<file path="config.mk">
export PLATFORM = sky130hd
export DESIGN_NAME = minimumTrigger
export DESIGN_NICKNAME = d
export VERILOG_FILES = /design/src/logic/triggerPkg.sv /design/src/logic/sampleStreamIf.sv /design/src/logic/hitDetector.sv /design/src/logic/preTriggerDelay.sv /design/src/logic/frameBuilder.sv /design/src/logic/minimumTrigger.sv
export VERILOG_INCLUDE_DIRS = /design/src /design/src/include
export SDC_FILE = /design/constraint.sdc
export NUM_CORES = 2
export LEC_CHECK = 0
export BUFFER_PORTS_ARGS = -buffer_cell sky130_fd_sc_hd__clkbuf_2
export CAP_MARGIN = 10
export CORE_MARGIN = 3
export CORE_UTILIZATION = 55
export DETAILED_ROUTE_END_ITERATION = 6
export PLACE_DENSITY = 0.71
export SLEW_MARGIN = 20
export SYNTH_ARGS = -nofsm -noshare
export SYNTH_HDL_FRONTEND = slang
export SYNTH_SLANG_ARGS = --single-unit
export TNS_END_PERCENT = 50
</file>
<file path="constraint.sdc">
create_clock -name S_AXIS_ACLK -period 164.3 [get_ports S_AXIS_ACLK]
set_input_delay 8.215 -clock S_AXIS_ACLK [delete_from_list [all_inputs] [get_ports S_AXIS_ACLK]]
set_output_delay 8.215 -clock S_AXIS_ACLK [all_outputs]
set_load 0.02 [all_outputs]
</file>
<file path="src/include/trigger_config.svh">
`ifndef TRIGGER_CONFIG_SVH
`define TRIGGER_CONFIG_SVH

// Input word geometry
// Four ADC samples per valid word, sample 0 in the low bits
`define TRIG_SAMPLES 4

// Signed sample width of the ADC
`define TRIG_ADC_BITS 12

// Frame geometry
// Data words between header and footer
`define TRIG_FRAME_WORDS 16

// Identifier placed in header and footer
`define TRIG_CHANNEL_ID 8'h03

// Pre-trigger length width, 0 to 31 words
`define TRIG_DELAY_BITS 5

`endif

</file>
<file path="src/logic/triggerPkg.sv">
`default_nettype none

`include "trigger_config.svh"

package triggerPkg;

  // One signed ADC sample
  typedef logic signed [`TRIG_ADC_BITS-1:0] sampleT;

  // Sample minus baseline, one bit wider so it never wraps
  typedef logic signed [`TRIG_ADC_BITS:0] deviationT;

  // Packed input word, sample 0 in the low bits
  typedef logic [`TRIG_SAMPLES*`TRIG_ADC_BITS-1:0] adcWordT;

  // Running count of valid input words
  typedef logic [31:0] stampT;

  // Pre-trigger length in words
  typedef logic [`TRIG_DELAY_BITS-1:0] preLenT;

  // One word of an output frame
  typedef logic [63:0] outWordT;

  // Frame builder states
  // Each state names the word currently on the output
  typedef enum logic [2:0] {
    stateIdle,
    stateHeader,
    stateData,
    stateFlush,
    stateFooter
  } frameStateT;

endpackage

`default_nettype wire

</file>
<file path="src/logic/sampleStreamIf.sv">
`timescale 1ns/100ps
`default_nettype none

interface sampleStreamIf
  import triggerPkg::*;
();

  // Decoded word, one cycle behind the input strobe
  logic    valid;
  adcWordT word;
  stampT   stamp;
  logic    hit;

  // Same stream delayed by the pre-trigger length
  logic    delayedValid;
  adcWordT delayedWord;
  stampT   delayedStamp;

  modport detect (output valid, word, stamp, hit);

  modport delay (
    input  valid, word, stamp,
    output delayedValid, delayedWord, delayedStamp
  );

  modport build (input valid, word, stamp, hit, delayedValid, delayedWord, delayedStamp);

endinterface

`default_nettype wire

</file>
<file path="src/logic/hitDetector.sv">
`timescale 1ns/100ps
`default_nettype none

`include "trigger_config.svh"

module hitDetector
  import triggerPkg::*;
(
  input  logic      S_AXIS_ACLK,
  input  logic      arstN,
  input  adcWordT   sTdata,
  input  logic      sTvalid,
  input  sampleT    baseline,
  input  deviationT threshold,
  sampleStreamIf.detect det
);

  deviationT                dev [`TRIG_SAMPLES];
  logic [`TRIG_SAMPLES-1:0] below;
  stampT                    wordCount;

  // Per-sample deviation from the baseline
  // Pulses are negative, so a hit is a deviation at or under the threshold
  always_comb begin
    for (int i = 0; i < `TRIG_SAMPLES; i++) begin
      dev[i] = deviationT'(sampleT'(sTdata[i*`TRIG_ADC_BITS +: `TRIG_ADC_BITS]))
             - deviationT'(baseline);
      below[i] = dev[i] <= threshold;
    end
  end

  // Strobe, hit flag and word counter
  always_ff @(posedge S_AXIS_ACLK or negedge arstN) begin
    if (!arstN) begin
      det.valid <= 1'b0;
      det.hit   <= 1'b0;
      wordCount <= '0;
    end else begin
      det.valid <= sTvalid;
      det.hit   <= sTvalid && (|below);
      if (sTvalid) begin
        wordCount <= wordCount + 32'd1;
      end
    end
  end

  // Word and its stamp captured with the strobe
  always_ff @(posedge S_AXIS_ACLK) begin
    if (sTvalid) begin
      det.word  <= sTdata;
      det.stamp <= wordCount;
    end
  end

endmodule

`default_nettype wire

</file>
<file path="src/logic/preTriggerDelay.sv">
`timescale 1ns/100ps
`default_nettype none

`include "trigger_config.svh"

module preTriggerDelay
  import triggerPkg::*;
#(
  parameter int depthBits = `TRIG_DELAY_BITS
) (
  input  logic   S_AXIS_ACLK,
  input  logic   arstN,
  input  preLenT preLen,
  sampleStreamIf.delay dly
);

  localparam int depth = 2 ** depthBits;

  // Position k holds the word that came k valid words before the current one
  // Position 0 is the current word on the interface itself
  adcWordT              lineWord  [1:depth-1];
  stampT                lineStamp [1:depth-1];
  logic [depthBits-1:0] fill;
  adcWordT              tapWord;
  stampT                tapStamp;

  always_comb begin
    if (preLen == '0) begin
      tapWord  = dly.word;
      tapStamp = dly.stamp;
    end else begin
      tapWord  = lineWord[preLen];
      tapStamp = lineStamp[preLen];
    end
  end

  // Line advances only on valid words
  always_ff @(posedge S_AXIS_ACLK) begin
    if (dly.valid) begin
      lineWord[1]  <= dly.word;
      lineStamp[1] <= dly.stamp;
      for (int k = 2; k < depth; k++) begin
        lineWord[k]  <= lineWord[k-1];
        lineStamp[k] <= lineStamp[k-1];
      end
      dly.delayedWord  <= tapWord;
      dly.delayedStamp <= tapStamp;
    end
  end

  // Fill level saturates once the whole line is loaded
  always_ff @(posedge S_AXIS_ACLK or negedge arstN) begin
    if (!arstN) begin
      fill             <= '0;
      dly.delayedValid <= 1'b0;
    end else begin
      dly.delayedValid <= dly.valid && (fill >= preLen);
      if (dly.valid && (fill != '1)) begin
        fill <= fill + 1'b1;
      end
    end
  end

  // A change while words flow would mix two tap positions in one frame
  preLenStable: assert property (
    @(posedge S_AXIS_ACLK) disable iff (!arstN)
    dly.valid |-> $stable(preLen)
  );

endmodule

`default_nettype wire

</file>
<file path="src/logic/frameBuilder.sv">
`timescale 1ns/100ps
`default_nettype none

`include "trigger_config.svh"

module frameBuilder
  import triggerPkg::*;
(
  input  logic    S_AXIS_ACLK,
  input  logic    arstN,
  input  preLenT  preLen,
  sampleStreamIf.build bld,
  output outWordT dout,
  output logic    doutValid
);

  frameStateT                          state, nextState;
  adcWordT                             holdWord;
  logic [$clog2(`TRIG_FRAME_WORDS):0] wordIdx;
  logic                                hitPend;
  stampT                               pendStamp, hitStamp;
  logic [15:0]                         frameCount;
  outWordT                             nextDout, dataWord;
  logic                                nextValid, takeWord, start, lastHeld;

  // Hit of the word whose delayed copy arrives in the next cycle
  always_ff @(posedge S_AXIS_ACLK or negedge arstN) begin
    if (!arstN) begin
      hitPend <= 1'b0;
    end else if (bld.valid) begin
      hitPend <= bld.hit;
    end
  end

  always_ff @(posedge S_AXIS_ACLK) begin
    if (bld.valid) begin
      pendStamp <= bld.stamp;
    end
  end

  assign start    = (state == stateIdle) && bld.delayedValid && hitPend;
  assign lastHeld = wordIdx == `TRIG_FRAME_WORDS - 1;
  assign dataWord = {16'(wordIdx), holdWord};

  always_comb begin
    nextState = state;
    nextDout  = dout;
    nextValid = 1'b0;
    takeWord  = 1'b0;
    case (state)
      stateIdle: begin
        if (start) begin
          nextState = stateHeader;
          nextDout  = {8'hAA, `TRIG_CHANNEL_ID, 16'(preLen), bld.delayedStamp};
          nextValid = 1'b1;
          takeWord  = 1'b1;
        end
      end
      stateHeader, stateData: begin
        nextState = stateData;
        // Last word goes out without waiting for another strobe
        if (lastHeld) begin
          nextState = stateFlush;
          nextDout  = dataWord;
          nextValid = 1'b1;
        end else if (bld.delayedValid) begin
          nextDout  = dataWord;
          nextValid = 1'b1;
          takeWord  = 1'b1;
        end
      end
      stateFlush: begin
        nextState = stateFooter;
        nextDout  = {8'h55, `TRIG_CHANNEL_ID, frameCount, hitStamp};
        nextValid = 1'b1;
      end
      default: nextState = stateIdle;
    endcase
  end

  always_ff @(posedge S_AXIS_ACLK or negedge arstN) begin
    if (!arstN) begin
      state      <= stateIdle;
      doutValid  <= 1'b0;
      wordIdx    <= '0;
      frameCount <= '0;
    end else begin
      state     <= nextState;
      doutValid <= nextValid;
      if (start) begin
        wordIdx    <= '0;
        frameCount <= frameCount + 16'd1;
      end else if (takeWord) begin
        wordIdx <= wordIdx + 1'b1;
      end
    end
  end

  always_ff @(posedge S_AXIS_ACLK) begin
    dout <= nextDout;
    if (takeWord) begin
      holdWord <= bld.delayedWord;
    end
    if (start) begin
      hitStamp <= pendStamp;
    end
  end

  idxInRange: assert property (
    @(posedge S_AXIS_ACLK) disable iff (!arstN)
    (state == stateData) |-> (wordIdx < `TRIG_FRAME_WORDS)
  );

  // Footer must be dropped on the way back to idle
  quietWhenIdle: assert property (
    @(posedge S_AXIS_ACLK) disable iff (!arstN)
    (state == stateIdle) |-> !doutValid
  );

endmodule

`default_nettype wire

</file>
<file path="src/logic/minimumTrigger.sv">
`timescale 1ns/100ps
`default_nettype none

module minimumTrigger
  import triggerPkg::*;
(
  input  logic      S_AXIS_ACLK,
  input  logic      arstN,
  input  adcWordT   sTdata,
  input  logic      sTvalid,
  input  sampleT    baseline,
  input  deviationT threshold,
  input  preLenT    preLen,
  output outWordT   dout,
  output logic      doutValid
);

  // Decoded stream and its delayed copy
  sampleStreamIf stream ();

  hitDetector det0 (
    .S_AXIS_ACLK (S_AXIS_ACLK),
    .arstN       (arstN),
    .sTdata      (sTdata),
    .sTvalid     (sTvalid),
    .baseline    (baseline),
    .threshold   (threshold),
    .det         (stream.detect)
  );

  preTriggerDelay dly0 (
    .S_AXIS_ACLK (S_AXIS_ACLK),
    .arstN       (arstN),
    .preLen      (preLen),
    .dly         (stream.delay)
  );

  // Header appears three cycles after the hit word on sTdata
  frameBuilder bld0 (
    .S_AXIS_ACLK (S_AXIS_ACLK),
    .arstN       (arstN),
    .preLen      (preLen),
    .bld         (stream.build),
    .dout        (dout),
    .doutValid   (doutValid)
  );

endmodule

`default_nettype wire

</file>
# == After elaboration in Yosys (flattened, before gate mapping) ==
# Memories as Yosys holds them, arrays and structs flattened.
# Index checks and enable logic that the tools add are counted.
# W data, S select, Z words.
# word_totals
n_memories,2
inputBits,81
ramBits,2480
output_inout_bits,65
ff_bits,402
# mem_list
name,words,word_bits,read_ports,rd_clocked_by_memory_dff,write_ports,line,rtl
dly0.lineWord,31,48,31,0,31,preTriggerDelay.sv:21,adcWordT lineWord [1:depth-1];
dly0.lineStamp,31,32,31,0,31,preTriggerDelay.sv:22,stampT lineStamp [1:depth-1];
# op_classes
muxes,19
eq_ne,7
n_reduce_logical,12
addsub,8
order_cmp,5
# ops
op,count
$mux W64,3
$pmux W64 S3,1
$le A13 B13 Y1,4
$sub A12 B12 Y13,4
$mux W48,1
$add A32 B1 Y32 const B,1
$mux W32,1
$add A16 B1 Y16 const B,1
$add A5 B1 Y5 const B,2
$mux W5,2
$pmux W3 S3,1
$mux W1,7
$eq A3 B2 Y1 const B,2
$eq A5 B4 Y1 const B,1
$ge A5 B5 Y1,1
$logic_and A1 B1 Y1,5
$logic_not A5 Y1,1
$ne A5 B5 Y1 const B,1
$reduce_or A4 Y1,1
$eq A3 B1 Y1 const B,1
$logic_not A3 Y1,1
$mux W3,1
$ne A3 B2 Y1 const B,1
$pmux W1 S3,1
other kinds (6),6

# == Depth between registers and ports, before layout ==
# logic_depth
word_depth,7
mapped_depth,16
ltp_nobuf,16

# == Cells and area by module ==
# From an unflattened synthesis, not the netlist that was laid out.
# hier_totals
hier_cells,5853
hier_area_um2,112516.7
# by_module_without_submodules
module,cells_per_inst,area_each_um2,n_inst
preTriggerDelay,4702,97588.6,1
frameBuilder,479,7614.8,1
hitDetector,672,7313.3,1

# == Worst setup path before layout ==
# OpenSTA, ideal clock, no wires.
# synth_path
kind,register to register
start,register det0.det.valid
end,register bld0.hitPend
path_slack_ps,105395
path_stages_with_launch,2
n_path_buf,0
required_ps,164069
arrival_ps,58674
path_cell_list,dfrtp_1 mux2_2
# synth_rtl
item,line,rtl
start: declaration,sampleStreamIf.sv:19,"modport detect (output valid, word, stamp, hit);"
start signal: assignment,hitDetector.sv:39,det.valid <= sTvalid;
end signal: assignment,frameBuilder.sv:31,hitPend <= bld.hit;
end: declaration,frameBuilder.sv:20,logic hitPend;
# No word-level cell between the ends.

# == Final worst setup path ==
# layout_path
start,input preLen[0]
end,register dly0.dly.delayedWord[41] (data pin)
# layout_via
elab_chain_len,2
word_cells_on_any_way,3
classes_between,mux: 1; reduce/logical: 1; memory: 1
# layout_rtl
item,line,rtl
start: declaration,minimumTrigger.sv:13,"input preLenT preLen,"
$mem_v2 Z31 W48 or $logic_not A5 Y1 (tied branches),n/a,
$mux W48 (*),preTriggerDelay.sv:28,if (preLen == '0) begin
net dly0.tapWord[41],preTriggerDelay.sv:24,adcWordT tapWord;
end signal: assignment,preTriggerDelay.sv:46,dly.delayedWord <= tapWord;
end: declaration,sampleStreamIf.sv:23,"output delayedValid, delayedWord, delayedStamp"
# Mark *: on every way through the listed nets, which the timed path passes. The rest lies on a longest branch.
# A chain may end at the register's enable or synchronous reset.

==> run_summary.xml <==
<?xml version="1.0" encoding="UTF-8"?>
<metrics>
  <group name="status">
    <metric name="status" unit="">complete, no violations</metric>
  </group>
  <group name="clock_network">
    <metric name="cts.repair.resized" unit="">0</metric>
    <metric name="cts_setup_buffers" unit="">0</metric>
    <metric name="cts.reportedPaths.clkPinSlew" unit="ns">0.06</metric>
    <metric name="cell_at_the_root_of_the_clock_tree" unit="">sky130_fd_sc_hd__clkbuf_16</metric>
    <metric name="number_of_buffers_added_by_the_clock_tree_synthesis_step" unit="">296</metric>
    <metric name="clock_tree.buffer_depth" unit="">4</metric>
    <metric name="cts.sink_count" unit="">2841</metric>
    <metric name="cts_tree" unit="">yes</metric>
    <metric name="clock_latency_late_sink" unit="ns">0.90</metric>
    <metric name="number_of_h_tree_levels" unit="">5</metric>
    <metric name="ctsHoldBuffers" unit="">0</metric>
  </group>
  <group name="setup_path">
    <metric name="endpoint_kind" unit="">register</metric>
    <metric name="worstSetupEndpoint" unit="">dly0.dly.delayedWord[41]</metric>
    <metric name="timing.critical_path.from" unit="">preLen[0]</metric>
    <metric name="endpoint_of_the_most_critical_register_to_register_path" unit="">dly0.lineStamp[10][31]</metric>
    <metric name="cp_data_arrival_time" unit="ns">12.67</metric>
    <metric name="critPathKind" unit="">input port to register</metric>
    <metric name="crit-reg2reg-launch" unit="">det0.det.valid</metric>
    <metric name="cp-start-kind" unit="">input port</metric>
    <metric name="worst_r2r_setup_slack" unit="ns">158.29</metric>
    <metric name="worstRegToRegCells" unit="">7</metric>
    <metric name="timing.critical_path.fanout_max" unit="">55</metric>
    <metric name="critPathRequiredTime" unit="ns">164.93</metric>
  </group>
  <group name="placed_design">
    <metric name="post-place-cells" unit="">7728</metric>
    <metric name="port_buffers" unit="">142</metric>
    <metric name="gp_routability_congestion" unit="">0.807</metric>
    <metric name="detailedPlacementHpwl" unit="mm">123</metric>
    <metric name="dp_worst_setup_slack" unit="ns">151.15</metric>
  </group>
  <group name="route">
    <metric name="routed_wl" unit="mm">218</metric>
    <metric name="drt_drc_violations_left" unit="">0</metric>
    <metric name="detailed_route_wire_length_on_metal_1" unit="mm">94.6</metric>
    <metric name="post_drt_via_cell_ratio" unit="">6.21</metric>
    <metric name="detail_route_antenna_nets" unit="">0</metric>
    <metric name="vias" unit="">51204</metric>
    <metric name="top_layer" unit="">met4</metric>
    <metric name="wl_met3" unit="mm">13.5</metric>
    <metric name="firstDrtPassIters" unit="">5</metric>
    <metric name="drt_iter0_drc" unit="">5702</metric>
    <metric name="wire_per_inst" unit="um">26.5</metric>
    <metric name="met2RoutedLength" unit="mm">104</metric>
  </group>
  <group name="power_and_ir_drop">
    <metric name="clkPwrFrac" unit="%">38.5</metric>
    <metric name="power.density" unit="mW/mm2">13.4</metric>
    <metric name="sequentialPowerShare" unit="%">53.4</metric>
    <metric name="power.switching_fraction" unit="%">22.4</metric>
    <metric name="comb_power_share" unit="%">8.1</metric>
    <metric name="net-switching-power" unit="mW">0.372</metric>
    <metric name="ir_drop" unit="V">0.0000122</metric>
    <metric name="total_leakage_power" unit="nW">42.1</metric>
    <metric name="power_report.internal_total" unit="mW">1.29</metric>
    <metric name="report.power.total" unit="mW">1.66</metric>
  </group>
  <group name="synth">
    <metric name="synthesis.yosys.warnings" unit="">0</metric>
    <metric name="yosys.area_share.xor_xnor" unit="%">0.640</metric>
    <metric name="yosysUniqueCellTypes" unit="">63</metric>
    <metric name="post_synth_mux_area_share" unit="%">15.8</metric>
    <metric name="synthesis.instances" unit="">5107</metric>
    <metric name="synth.yosys.seq_area_share" unit="%">76.7</metric>
    <metric name="ys_dominant_reg_cell" unit="">sky130_fd_sc_hd__edfxtp_1</metric>
    <metric name="async_flop_share" unit="%">2.32</metric>
    <metric name="synth_top_family_by_area" unit="">multiplexers</metric>
    <metric name="synth_edf_count" unit="">2775</metric>
    <metric name="synthSimpleGateAreaFrac" unit="%">2.12</metric>
    <metric name="synth_seq_cells" unit="">2841</metric>
    <metric name="syn_avg_cell_area" unit="um2">21.7</metric>
    <metric name="synth.cell_area" unit="mm2">0.111</metric>
    <metric name="synth-compound-area-share" unit="%">2.21</metric>
    <metric name="adder_and_majority_cell_fraction_of_the_synthesized_area" unit="%">1.33</metric>
  </group>
  <group name="grt">
    <metric name="gr-usage-all-layers" unit="%">21.3</metric>
    <metric name="globalRoute.totalOverflow" unit="">0</metric>
    <metric name="grt_first_pass_wirelength" unit="mm">333</metric>
    <metric name="initial_antenna_violation_count" unit="">8</metric>
    <metric name="grt_max_degree" unit="">206</metric>
    <metric name="grt_pass1_vias" unit="">52231</metric>
  </group>
  <group name="timing">
    <metric name="final_critical_path_setup_slack" unit="ns">152.26</metric>
    <metric name="timing.slew.headroom" unit="%">25.6</metric>
    <metric name="rsz0062_at_grt" unit="">no</metric>
    <metric name="setup-violations-final" unit="">0</metric>
    <metric name="final_cycle_share" unit="%">7.33</metric>
    <metric name="min_period" unit="ns">12.04</metric>
    <metric name="fin_skew" unit="ns">0.0486</metric>
    <metric name="slew_at_the_pin_with_the_worst_max_slew_slack" unit="ns">1.10</metric>
    <metric name="finalMaxSlewViolations" unit="">0</metric>
    <metric name="final.setup.tns" unit="ns">0</metric>
    <metric name="max_clock_freq" unit="MHz">83.1</metric>
    <metric name="finalHoldViolCount" unit="">0</metric>
  </group>
  <group name="flow_run">
    <metric name="cap_violations" unit="">0</metric>
  </group>
  <group name="floorplanning">
    <metric name="core" unit="mm2">0.200</metric>
    <metric name="die_span_y" unit="um">455</metric>
    <metric name="start_util" unit="%">55.4</metric>
    <metric name="i_o_pin_count" unit="">146</metric>
    <metric name="dieArea" unit="mm2">0.207</metric>
    <metric name="placementRows" unit="">164</metric>
    <metric name="floorplan.die.width" unit="um">455</metric>
  </group>
  <group name="cells_and_area">
    <metric name="design.final.nets" unit="">5568</metric>
    <metric name="post_layout_nonfiller_instances" unit="">8241</metric>
    <metric name="syn2layout_area_growth" unit="%">11.7</metric>
    <metric name="drive_gt1_share" unit="%">25.0</metric>
  </group>
  <group name="min_path">
    <metric name="hold_class" unit="">register to register</metric>
  </group>
</metrics>
==> Yosys cell counts, types with 4 or more instances <==
cell | instances | share of area [%]
sky130_fd_sc_hd__edfxtp_1 | 2775 | 75
sky130_fd_sc_hd__mux4_2 | 720 | 15
sky130_fd_sc_hd__nand2_1 | 242 | 0.82
sky130_fd_sc_hd__clkbuf_1 | 143 | 0.48
sky130_fd_sc_hd__nor2_1 | 134 | 0.45
sky130_fd_sc_hd__a22oi_1 | 117 | 0.79
sky130_fd_sc_hd__a21oi_1 | 111 | 0.50
sky130_fd_sc_hd__ha_1 | 111 | 1.3
sky130_fd_sc_hd__mux2i_1 | 82 | 0.74
sky130_fd_sc_hd__buf_2 | 68 | 0.31
sky130_fd_sc_hd__dfrtp_1 | 66 | 1.5
sky130_fd_sc_hd__o21ai_0 | 65 | 0.29
sky130_fd_sc_hd__inv_1 | 62 | 0.21
sky130_fd_sc_hd__xnor2_1 | 62 | 0.49
sky130_fd_sc_hd__mux2_2 | 42 | 0.43
sky130_fd_sc_hd__nand3_1 | 30 | 0.14
sky130_fd_sc_hd__buf_1 | 26 | 0.088
sky130_fd_sc_hd__nor3_1 | 22 | 0.099
sky130_fd_sc_hd__nor2b_1 | 20 | 0.11
sky130_fd_sc_hd__xor2_1 | 19 | 0.15
sky130_fd_sc_hd__and3_1 | 16 | 0.090
sky130_fd_sc_hd__nand4_1 | 15 | 0.085
sky130_fd_sc_hd__a21o_1 | 13 | 0.088
sky130_fd_sc_hd__a22o_1 | 11 | 0.087
sky130_fd_sc_hd__buf_4 | 10 | 0.068
sky130_fd_sc_hd__nand2b_1 | 10 | 0.056
sky130_fd_sc_hd__and4_1 | 9 | 0.071
sky130_fd_sc_hd__or3_1 | 9 | 0.051
sky130_fd_sc_hd__a211oi_1 | 8 | 0.054
sky130_fd_sc_hd__a31oi_1 | 8 | 0.045
sky130_fd_sc_hd__o211ai_1 | 8 | 0.054
sky130_fd_sc_hd__buf_6 | 7 | 0.071
sky130_fd_sc_hd__o311ai_0 | 7 | 0.055
sky130_fd_sc_hd__o21a_1 | 5 | 0.034
sky130_fd_sc_hd__and2_1 | 4 | 0.023
sky130_fd_sc_hd__fa_1 | 4 | 0.072
==> critical path, cell delays in order <==
cell and delay [ns]:
sky130_fd_sc_hd__buf_8 0.43, sky130_fd_sc_hd__buf_4 0.76, sky130_fd_sc_hd__buf_4 0.79, sky130_fd_sc_hd__buf_4 0.87, sky130_fd_sc_hd__mux4_2 0.61, sky130_fd_sc_hd__mux4_2 0.48, sky130_fd_sc_hd__a22oi_1 0.24, sky130_fd_sc_hd__nand2_1 0.08
==> how the worst min path moves through the flow <==
stage | from | to | cells past startpoint
floorplan | dly0.dly.delayedWord[0] | bld0.holdWord[0] | 0
global placement | dly0.dly.delayedWord[1] | bld0.holdWord[1] | 0
detailed placement | dly0.dly.delayedWord[46] | bld0.holdWord[46] | 0
CTS | dly0.lineWord[23][24] | dly0.lineWord[24][24] | 0
global route | dly0.lineWord[19][4] | dly0.lineWord[20][4] | 0
finish | dly0.lineWord[19][4] | dly0.lineWord[20][4] | 0
==> layer usage <==
metal	up-vias	GRT usage, %
met5	-	0
met1	27195	32.3
li1	21824	-
met4	0	6.90
met2	1781	32.0
met3	404	3.65
==> sequential cells by signal (all words and copies together), names as in the netlist, 3 cells and up <==
signal	flops
bld0.dout	55
bld0.frameCount	16
bld0.hitStamp	32
bld0.holdWord	48
bld0.state	3
bld0.wordIdx	5
det0.det.stamp	32
det0.det.word	48
det0.wordCount	32
dly0.dly.delayedStamp	32
dly0.dly.delayedWord	48
dly0.fill	5
dly0.lineStamp	992
dly0.lineWord	1488
==> power by group through the flow <==
stage | Sequential, mW | Combinational (mW) | Clock, mW
floorplan | 0.970 | 0.0813 | 0
global placement | 0.898 | 0.133 | 0
detailed placement | 0.900 | 0.136 | 0
CTS | 0.887 | 0.136 | 0.655
global route | 0.892 | 0.145 | 0.683
finish | 0.886 | 0.134 | 0.640
==> cell usage in the layout, fill, tap and decap left out, types with 65 or more instances in the layout <==
| cell type | instances |
|---|---|
| sky130_fd_sc_hd__ha_1 | 111 |
| sky130_fd_sc_hd__mux2i_1 | 82 |
| sky130_fd_sc_hd__a21oi_1 | 111 |
| sky130_fd_sc_hd__a22oi_1 | 117 |
| sky130_fd_sc_hd__clkbuf_1 | 67 |
| sky130_fd_sc_hd__buf_4 | 65 |
| sky130_fd_sc_hd__edfxtp_1 | 2775 |
| sky130_fd_sc_hd__nand2_1 | 242 |
| sky130_fd_sc_hd__clkbuf_16 | 303 |
| sky130_fd_sc_hd__clkbuf_2 | 136 |
| sky130_fd_sc_hd__o21ai_0 | 65 |
| sky130_fd_sc_hd__mux4_2 | 720 |
| sky130_fd_sc_hd__nor2_1 | 133 |
==> cell families (layout without fill, tap and decap cells) <==
| family | count (synthesis) | count (layout) |
|---|---|---|
| AO/OA/AOI/OAI | 379 | 379 |
| XOR/XNOR | 81 | 81 |
| adder cells (fa/ha/maj) | 116 | 116 |
| buffers and inverters | 317 | 790 |
| flip-flops | 2841 | 2841 |
| multiplexers | 844 | 844 |
| other | 1 | 6 |
| AND/OR/NAND/NOR | 528 | 528 |
==> cell type report <==
cell class / instances / area, um2
fill: 13272 / 76300
clock buffer: 382 / 8000
timing repair buffer: 219 / 1490
tap: 2656 / 3320
clock inverter: 126 / 1170
sequential: 2841 / 85000
multi-input combinational: 1951 / 24600
inverter: 63 / 244
antenna: 3 / 7.51
==> per-stage QoR <==
step           cell area [um2]  utilization (%)  hold WS [ns]
2_1_floorplan           111000                -         0.400
3_3_place_gp            115000             57.2         0.405
3_5_place_dp            115000             57.2         0.408
4_1_cts                 124000             61.8         0.403
5_1_grt                 124000             61.9         0.410
6_report                124000             61.9         0.409
(Power assumes the default switching activity.)
